--- config.mk ---
export PLATFORM = sky130hd
export DESIGN_NAME = decoder_riscv
export DESIGN_NICKNAME = d
export VERILOG_FILES = /design/src/design/decoder_pkg.sv /design/src/design/decoder_riscv.sv /design/src/design/decode_stage_reg.sv /design/src/design/main_decoder.sv /design/src/design/lsu_size_decoder.sv /design/src/design/alu_op_decoder.sv
export VERILOG_INCLUDE_DIRS = /design/src /design/src/design
export SDC_FILE = /design/constraint.sdc
export NUM_CORES = 1
export LEC_CHECK = 0
export BUFFER_PORTS_ARGS = -buffer_cell sky130_fd_sc_hd__buf_2
export CAP_MARGIN = 30
export CELL_PAD_IN_SITES_DETAIL_PLACEMENT = 1
export CELL_PAD_IN_SITES_GLOBAL_PLACEMENT = 2
export CORE_MARGIN = 5
export CORE_UTILIZATION = 27
export CTS_CLUSTER_SIZE = 30
export DETAILED_ROUTE_END_ITERATION = 10
export GPL_TIMING_DRIVEN = 0
export PLACE_DENSITY_LB_ADDON = 0.1
export RECOVER_POWER = 50
export SKIP_CTS_REPAIR_TIMING = 1
export SLEW_MARGIN = 20
export SYNTH_ARGS = -nofsm -noshare
export SYNTH_HDL_FRONTEND = slang
export SYNTH_SLANG_ARGS = --single-unit
--- constraint.sdc ---
create_clock -name clk_i -period 0.8 [get_ports clk_i]
set_input_delay 0.12 -clock clk_i [delete_from_list [all_inputs] [get_ports clk_i]]
set_output_delay 0.12 -clock clk_i [all_outputs]
set_load 0.05 [all_outputs]
--- src/design/decoder_cfg.svh ---
`ifndef DECODER_CFG_SVH
`define DECODER_CFG_SVH

// instruction word
`define DEC_INSTR_W     32

// opcode bits above the fixed low pair
`define DEC_OPCODE_W    5

// function fields
`define DEC_FUNCT3_W    3
`define DEC_FUNCT7_W    7

// control bundle fields
`define DEC_ALU_OP_W    5
`define DEC_A_SEL_W     2   // first ALU operand
`define DEC_B_SEL_W     3   // second ALU operand
`define DEC_WB_SEL_W    2   // register file write source
`define DEC_MEM_SIZE_W  3   // load/store access size

`endif
--- src/design/decoder_pkg.sv ---
`default_nettype none

`include "decoder_cfg.svh"

package decoder_pkg;

  typedef logic [`DEC_INSTR_W-1:0]  instr_t;
  typedef logic [`DEC_FUNCT3_W-1:0] funct3_t;
  typedef logic [`DEC_FUNCT7_W-1:0] funct7_t;

  // instr[6:2], low pair must be 2'b11
  typedef enum logic [`DEC_OPCODE_W-1:0] {
    LOAD     = 5'b00000,
    MISC_MEM = 5'b00011,
    OP_IMM   = 5'b00100,
    AUIPC    = 5'b00101,
    STORE    = 5'b01000,
    OP       = 5'b01100,
    LUI      = 5'b01101,
    BRANCH   = 5'b11000,
    JALR     = 5'b11001,
    JAL      = 5'b11011,
    SYSTEM   = 5'b11100
  } opcode_e;

  // bit 4 marks the comparison group
  typedef enum logic [`DEC_ALU_OP_W-1:0] {
    ADD  = 5'b00000, SUB  = 5'b01000,
    XOR  = 5'b00100, OR   = 5'b00110, AND  = 5'b00111,
    SLL  = 5'b00001, SRL  = 5'b00101, SRA  = 5'b01101,
    SLTS = 5'b00010, SLTU = 5'b00011,
    EQ   = 5'b11000, NE   = 5'b11001,
    LTS  = 5'b11100, GES  = 5'b11101,
    LTU  = 5'b11110, GEU  = 5'b11111
  } alu_op_e;

  typedef enum logic [`DEC_A_SEL_W-1:0] {
    RS1 = 2'd0, CURR_PC = 2'd1, ZERO = 2'd2
  } a_sel_e;

  typedef enum logic [`DEC_B_SEL_W-1:0] {
    RS2 = 3'd0, IMM_I = 3'd1, IMM_U = 3'd2, IMM_S = 3'd3, INCR = 3'd4
  } b_sel_e;

  typedef enum logic [`DEC_WB_SEL_W-1:0] {
    EX_RESULT = 2'd0, LSU_DATA = 2'd1
  } wb_sel_e;

  // funct3 encoding of loads/stores, bit 2 = unsigned
  typedef enum logic [`DEC_MEM_SIZE_W-1:0] {
    B = 3'd0, H = 3'd1, W = 3'd2, BU = 3'd4, HU = 3'd5
  } mem_size_e;

  typedef struct packed {
    a_sel_e    a_sel;
    b_sel_e    b_sel;
    alu_op_e   alu_op;
    logic      mem_req;
    logic      mem_we;
    mem_size_e mem_size;
    logic      gpr_we;
    wb_sel_e   wb_sel;
    logic      branch;
    logic      jal;
    logic      jalr;
    logic      illegal;
  } decode_ctrl_t;

  // all enables off, selects at default
  localparam decode_ctrl_t CTRL_ILLEGAL = '{
    a_sel:    RS1,
    b_sel:    RS2,
    alu_op:   ADD,
    mem_req:  1'b0,
    mem_we:   1'b0,
    mem_size: B,
    gpr_we:   1'b0,
    wb_sel:   EX_RESULT,
    branch:   1'b0,
    jal:      1'b0,
    jalr:     1'b0,
    illegal:  1'b1
  };

endpackage

`default_nettype wire

--- src/design/decoder_riscv.sv ---
`timescale 1ns/1ps
`default_nettype none

module decoder_riscv
  import decoder_pkg::*;
(
  input  logic         clk_i,
  input  logic         arst_n_i,
  input  instr_t       instr_i,
  input  logic         instr_valid_i,   // one-cycle strobe
  output decode_ctrl_t ctrl_o,
  output logic         ctrl_valid_o
);

  decode_ctrl_t ctrl_comb;  // decode result, same cycle

  main_decoder u_main_dec (
    .instr_i (instr_i),
    .ctrl_o  (ctrl_comb)
  );

  // into execute stage
  decode_stage_reg u_stage_reg (
    .clk_i    (clk_i),
    .arst_n_i (arst_n_i),
    .valid_i  (instr_valid_i),
    .ctrl_i   (ctrl_comb),
    .valid_o  (ctrl_valid_o),
    .ctrl_o   (ctrl_o)
  );

endmodule

`default_nettype wire

--- src/design/decode_stage_reg.sv ---
`timescale 1ns/1ps
`default_nettype none

module decode_stage_reg
  import decoder_pkg::*;
(
  input  logic         clk_i,
  input  logic         arst_n_i,
  input  logic         valid_i,
  input  decode_ctrl_t ctrl_i,
  output logic         valid_o,
  output decode_ctrl_t ctrl_o
);

  // one strobe in, one valid cycle out
  always_ff @(posedge clk_i or negedge arst_n_i) begin
    if (!arst_n_i) begin
      valid_o <= 1'b0;
    end else begin
      valid_o <= valid_i;
    end
  end

  // bundle holds between strobes
  always_ff @(posedge clk_i or negedge arst_n_i) begin
    if (!arst_n_i) begin
      ctrl_o <= CTRL_ILLEGAL;
    end else if (valid_i) begin
      ctrl_o <= ctrl_i;
    end
  end

endmodule

`default_nettype wire

--- src/design/main_decoder.sv ---
`timescale 1ns/1ps
`default_nettype none

module main_decoder
  import decoder_pkg::*;
(
  input  instr_t       instr_i,
  output decode_ctrl_t ctrl_o
);

  opcode_e      opcode;
  funct3_t      funct3;
  funct7_t      funct7;
  alu_op_e      alu_op;
  logic         alu_legal;
  mem_size_e    mem_size;
  logic         size_legal;
  logic         opc_legal;
  logic         illegal;
  decode_ctrl_t ctrl_d;

  assign opcode = opcode_e'(instr_i[6:2]);
  assign funct3 = instr_i[14:12];
  assign funct7 = instr_i[31:25];

  alu_op_decoder u_alu_op_dec (
    .opcode_i (opcode),
    .funct3_i (funct3),
    .funct7_i (funct7),
    .alu_op_o (alu_op),
    .legal_o  (alu_legal)
  );

  lsu_size_decoder u_lsu_size_dec (
    .is_store_i (opcode == STORE),
    .funct3_i   (funct3),
    .mem_size_o (mem_size),
    .legal_o    (size_legal)
  );

  always_comb begin
    ctrl_d         = CTRL_ILLEGAL;
    ctrl_d.illegal = 1'b0;
    ctrl_d.alu_op  = alu_op;     // ADD outside OP/OP_IMM/BRANCH
    opc_legal      = 1'b1;

    case (opcode)
      OP: begin
        ctrl_d.gpr_we = 1'b1;
      end
      OP_IMM: begin
        ctrl_d.b_sel  = IMM_I;
        ctrl_d.gpr_we = 1'b1;
      end
      LOAD: begin
        ctrl_d.b_sel    = IMM_I;
        ctrl_d.mem_req  = 1'b1;
        ctrl_d.mem_size = mem_size;
        ctrl_d.wb_sel   = LSU_DATA;
        ctrl_d.gpr_we   = 1'b1;
      end
      STORE: begin
        ctrl_d.b_sel    = IMM_S;
        ctrl_d.mem_req  = 1'b1;
        ctrl_d.mem_we   = 1'b1;
        ctrl_d.mem_size = mem_size;
      end
      LUI: begin
        ctrl_d.a_sel  = ZERO;    // 0 + imm_u
        ctrl_d.b_sel  = IMM_U;
        ctrl_d.gpr_we = 1'b1;
      end
      AUIPC: begin
        ctrl_d.a_sel  = CURR_PC;
        ctrl_d.b_sel  = IMM_U;
        ctrl_d.gpr_we = 1'b1;
      end
      JAL: begin
        ctrl_d.a_sel  = CURR_PC; // link = pc + 4
        ctrl_d.b_sel  = INCR;
        ctrl_d.gpr_we = 1'b1;
        ctrl_d.jal    = 1'b1;
      end
      JALR: begin
        ctrl_d.a_sel  = CURR_PC;
        ctrl_d.b_sel  = INCR;
        ctrl_d.gpr_we = 1'b1;
        ctrl_d.jalr   = 1'b1;
        opc_legal     = (funct3 == 3'b000);
      end
      BRANCH: begin
        ctrl_d.branch = 1'b1;
      end
      MISC_MEM: begin
        opc_legal = (funct3 == 3'b000);  // fence, no-op here
      end
      default: opc_legal = 1'b0;         // SYSTEM and unknown
    endcase
  end

  // size check only counts for memory ops
  assign illegal = (instr_i[1:0] != 2'b11)
                 || !opc_legal
                 || !alu_legal
                 || (ctrl_d.mem_req && !size_legal);

  assign ctrl_o = illegal ? CTRL_ILLEGAL : ctrl_d;

endmodule

`default_nettype wire

--- src/design/lsu_size_decoder.sv ---
`timescale 1ns/1ps
`default_nettype none

module lsu_size_decoder
  import decoder_pkg::*;
(
  input  logic      is_store_i,
  input  funct3_t   funct3_i,
  output mem_size_e mem_size_o,
  output logic      legal_o
);

  always_comb begin
    mem_size_o = B;
    legal_o    = 1'b1;

    case (funct3_i)
      3'b000: mem_size_o = B;
      3'b001: mem_size_o = H;
      3'b010: mem_size_o = W;
      3'b100: begin
        mem_size_o = BU;
        legal_o    = !is_store_i;   // no unsigned stores
      end
      3'b101: begin
        mem_size_o = HU;
        legal_o    = !is_store_i;
      end
      default: legal_o = 1'b0;
    endcase

    if (!legal_o) begin
      mem_size_o = B;
    end
  end

endmodule

`default_nettype wire

--- src/design/alu_op_decoder.sv ---
`timescale 1ns/1ps
`default_nettype none

module alu_op_decoder
  import decoder_pkg::*;
(
  input  opcode_e opcode_i,
  input  funct3_t funct3_i,
  input  funct7_t funct7_i,
  output alu_op_e alu_op_o,
  output logic    legal_o    // encoding exists for this opcode
);

  localparam funct7_t F7_BASE = 7'h00;
  localparam funct7_t F7_ALT  = 7'h20;  // SUB / SRA variant

  // funct3 map shared by OP and OP_IMM
  function automatic alu_op_e base_op(funct3_t f3);
    alu_op_e op;
    op = ADD;
    case (f3)
      3'b000:  op = ADD;
      3'b001:  op = SLL;
      3'b010:  op = SLTS;
      3'b011:  op = SLTU;
      3'b100:  op = XOR;
      3'b101:  op = SRL;
      3'b110:  op = OR;
      3'b111:  op = AND;
      default: op = ADD;
    endcase
    return op;
  endfunction

  always_comb begin
    alu_op_o = ADD;
    legal_o  = 1'b1;

    case (opcode_i)
      OP: begin
        if (funct7_i == F7_BASE) begin
          alu_op_o = base_op(funct3_i);
        end else if (funct7_i == F7_ALT && funct3_i == 3'b000) begin
          alu_op_o = SUB;
        end else if (funct7_i == F7_ALT && funct3_i == 3'b101) begin
          alu_op_o = SRA;
        end else begin
          legal_o = 1'b0;
        end
      end

      OP_IMM: begin
        case (funct3_i)
          3'b001: begin       // slli, shamt only
            alu_op_o = SLL;
            legal_o  = (funct7_i == F7_BASE);
          end
          3'b101: begin
            if (funct7_i == F7_BASE) begin
              alu_op_o = SRL;
            end else if (funct7_i == F7_ALT) begin
              alu_op_o = SRA;
            end else begin
              legal_o = 1'b0;
            end
          end
          default: alu_op_o = base_op(funct3_i);  // imm in funct7 bits
        endcase
      end

      BRANCH: begin
        case (funct3_i)
          3'b000:  alu_op_o = EQ;
          3'b001:  alu_op_o = NE;
          3'b100:  alu_op_o = LTS;
          3'b101:  alu_op_o = GES;
          3'b110:  alu_op_o = LTU;
          3'b111:  alu_op_o = GEU;
          default: legal_o  = 1'b0;   // 010, 011 undefined
        endcase
      end

      default: ;  // address / link adds
    endcase

    if (!legal_o) begin
      alu_op_o = ADD;
    end
  end

endmodule

`default_nettype wire

==> flow_summary.toml <==
[yosys]
yosysMostFrequentCell = "dfrtp_1"
synth.cell_area_sq_mm = 0.00135
synth_cell_types = 48
yosys.area_share.simple_pct = 21.6
synth_top_family_by_area = "compound AO/OA/AOI/OAI gates"
synth_common_cells = "dfrtp_1 (21), o2bb2ai_1 (17), a21oi_1 (13)"
ys_ff_latch = 22
async_flop_share_pct = 100
synth_xor_xnor_area_share_pct = 0.650
seq_area_frac_synth_pct = 40.9
ys_warn_count = 0
synth_cells = 134
ys.flop_type = "dfrtp_1"
synth_fa_ha_area_share_pct = 0
synth_mux_area_share_pct = 0
synth_top_cells_by_area = "dfrtp_1 (39%), o2bb2ai_1 (11%), a21oi_1 (4.8%)"
avgSynthCellArea_sq_um = 10.1
synth_top_area_share_pct = 39.0
synth_compound_area_share_pct = 28.9
synth_edf_count = 0
yosysTopAreaCell = "dfrtp_1"
syn_nets = 169

[worst_setup_path]
path_class = "primary input to flip-flop"
cp-startpoint = "instr_i[4]"
crit_arrival_ns = 1.56
regToRegSetupSlack_ns = 0.03
rr_endpoint = "u_stage_reg.ctrl_o[19]$_DFFE_PN0P_"
crit_path_start_kind = "primary input"
endpoint_kind = "flip-flop"
worstPathRequired_ns = 0.95
cp_max_fo = 5
reg2reg_depth = 2
reg2reg_from = "u_stage_reg.ctrl_o[19]$_DFFE_PN0P_"
endpoint = "u_stage_reg.ctrl_o[1]$_DFFE_PN0P_"

[route]
vias = 1350
drt-initial-drc-count = 60
wirelength_um = 4900
ant_nets = 0
avgViaCountPerCell = 5.11
wire_per_inst_um = 18.5
drc = 0
first_pass_iters = 4

[clock_tree]
clock_latency_ns = 0.27
clkSinkCount = 22
cts_max_level = 1
cts-root-buf = "clkbuf_8"
cts_buffers = 3
cts_tree = "built"
clk_pin_slew_ns = 0.08
clockBufferDepth = 2

[placed_design]
dp_cells = 240
post-place-ws_ns = -0.990
hpwl_um = 3310
dpl-instance-area_sq_mm = 0.00170
gp_congestion = 0.764
portBuffers = 39

[outcome]
status = "finished, violations left"
violations = "negative hold slack, negative setup slack"

[sta]
rsz0062_at_grt = "yes"
relSlewSlack_pct = 62.1
tns_ns = -15.42
worstMarginPinSlew_ns = 0.568
finalCritPeriodShare_pct = 176
fin_ws_ns = -0.611
hold_viol = 21
setup_viol = 43
holdWs_ns = -0.174
fin_skew_ns = 0
fmax_mhz = 709
slew_violations = 0
finalCriticalPeriod_ns = 1.41

[final_layout]
layout.cells.non_filler = 264
finish.net_count = 233
diodes = 0
design_area_sq_mm = 0.00219
fin_util_pct = 45.7
syn_to_final_growth_pct = 62.2
drive_gt1_share_pct = 56.9

[pwr]
p_total_mw = 2.46
ir_drop_v = 0.000582
powerDensity_mw_per_mm2 = 1130
power.leakage_nw = 0.952

[die]
die_h_um = 80.6
die_w_um = 80.6
start_util_pct = 28.2
rows = 25
io_pins = 58
die_area_sq_mm = 0.00650
core_area_sq_mm = 0.00479

[global_routing]
grt_overflow = 0
grt_max_degree = 23
antenna_found_initial = 0
grt_pass1_wl_um = 7320
gr-usage-all-layers_pct = 14.8
grt_pass1_vias = 1422

[min_path]
hp-class = "primary input to asynchronous set/reset pin"

[run]
drv_cap = 0
[power breakdown]
group	total [mW]	switching, mW	leakage (nW)	internal, mW
clock	0.814	0.374	0.0288	0.439
sequential	1.13	0.00564	0.302	1.12
combinational	0.520	0.330	0.622	0.190
[state kept, by name, indices dropped and copies added, names as in the netlist]
register and count:
u_stage_reg.valid_o 1, u_stage_reg.ctrl_o 21
[logic make-up after synthesis]
| logic type | after synthesis |
|---|---|
| AO/OA/AOI/OAI | 47 |
| other | 1 |
| flip-flops | 22 |
| buffers and inverters | 17 |
| XOR/XNOR | 1 |
| AND/OR/NAND/NOR | 46 |
[layout make-up]
cell class              instances  area, sq um
plain buffers                  11         98.8
clock buffers                   4         55.1
fillers                       542         2600
inverters                       5         18.8
multi-input cells              95          867
flip-flops and latches         22          552
well taps                      67         83.8
repair buffers                 60          510
[routing by layer]
| metal | track usage, % | up-vias | wire, um |
|---|---|---|---|
| met4 | 6.93 | 0 | 112 |
| met5 | 0 | - | 0 |
| met3 | 2.58 | 11 | 284 |
| li1 | - | 623 | - |
| met1 | 18.2 | 675 | 2010 |
| met2 | 24.8 | 41 | 2490 |
[how the worst min path moves through the flow]
stage	from	to	slack (ns)	cells past startpoint
3_3_place_gp	arst_n_i	u_stage_reg.ctrl_o[10]$_DFFE_PN0P_	0.10	1
4_1_cts	arst_n_i	u_stage_reg.ctrl_o[10]$_DFFE_PN0P_	-0.17	1
3_5_place_dp	arst_n_i	u_stage_reg.ctrl_o[10]$_DFFE_PN0P_	0.13	1
5_1_grt	arst_n_i	u_stage_reg.ctrl_o[10]$_DFFE_PN0P_	-0.13	1
6_report	arst_n_i	u_stage_reg.ctrl_o[10]$_DFFE_PN0P_	-0.17	1
2_1_floorplan	arst_n_i	u_stage_reg.ctrl_o[10]$_DFFE_PN0P_	-0.18	0
[placed cells by master, fill, tap and decap left out, drive strengths merged, types with 2 or more instances in the layout]
cell     synthesis  layout
buf             10      68
dfrtp           21      21
o2bb2ai         17      17
a21oi           14      14
nand2           10      10
nor2             8       8
clkbuf           2       7
nor3             5       5
inv              4       4
nand2b           4       4
nand4            3       3
o21a             3       3
nor3b            3       3
nand3            2       2
nand3b           2       2
and4             2       2
o211ai           2       2
[critical path, cell delays in order]
cell and delay [ns]:
buf_6 0.10, buf_8 0.11, and2b_1 0.16, and4_4 0.19, a2111o_1 0.46, o211ai_4 0.16, buf_6 0.19, o32ai_2 0.07
(Power assumes the default switching activity.)
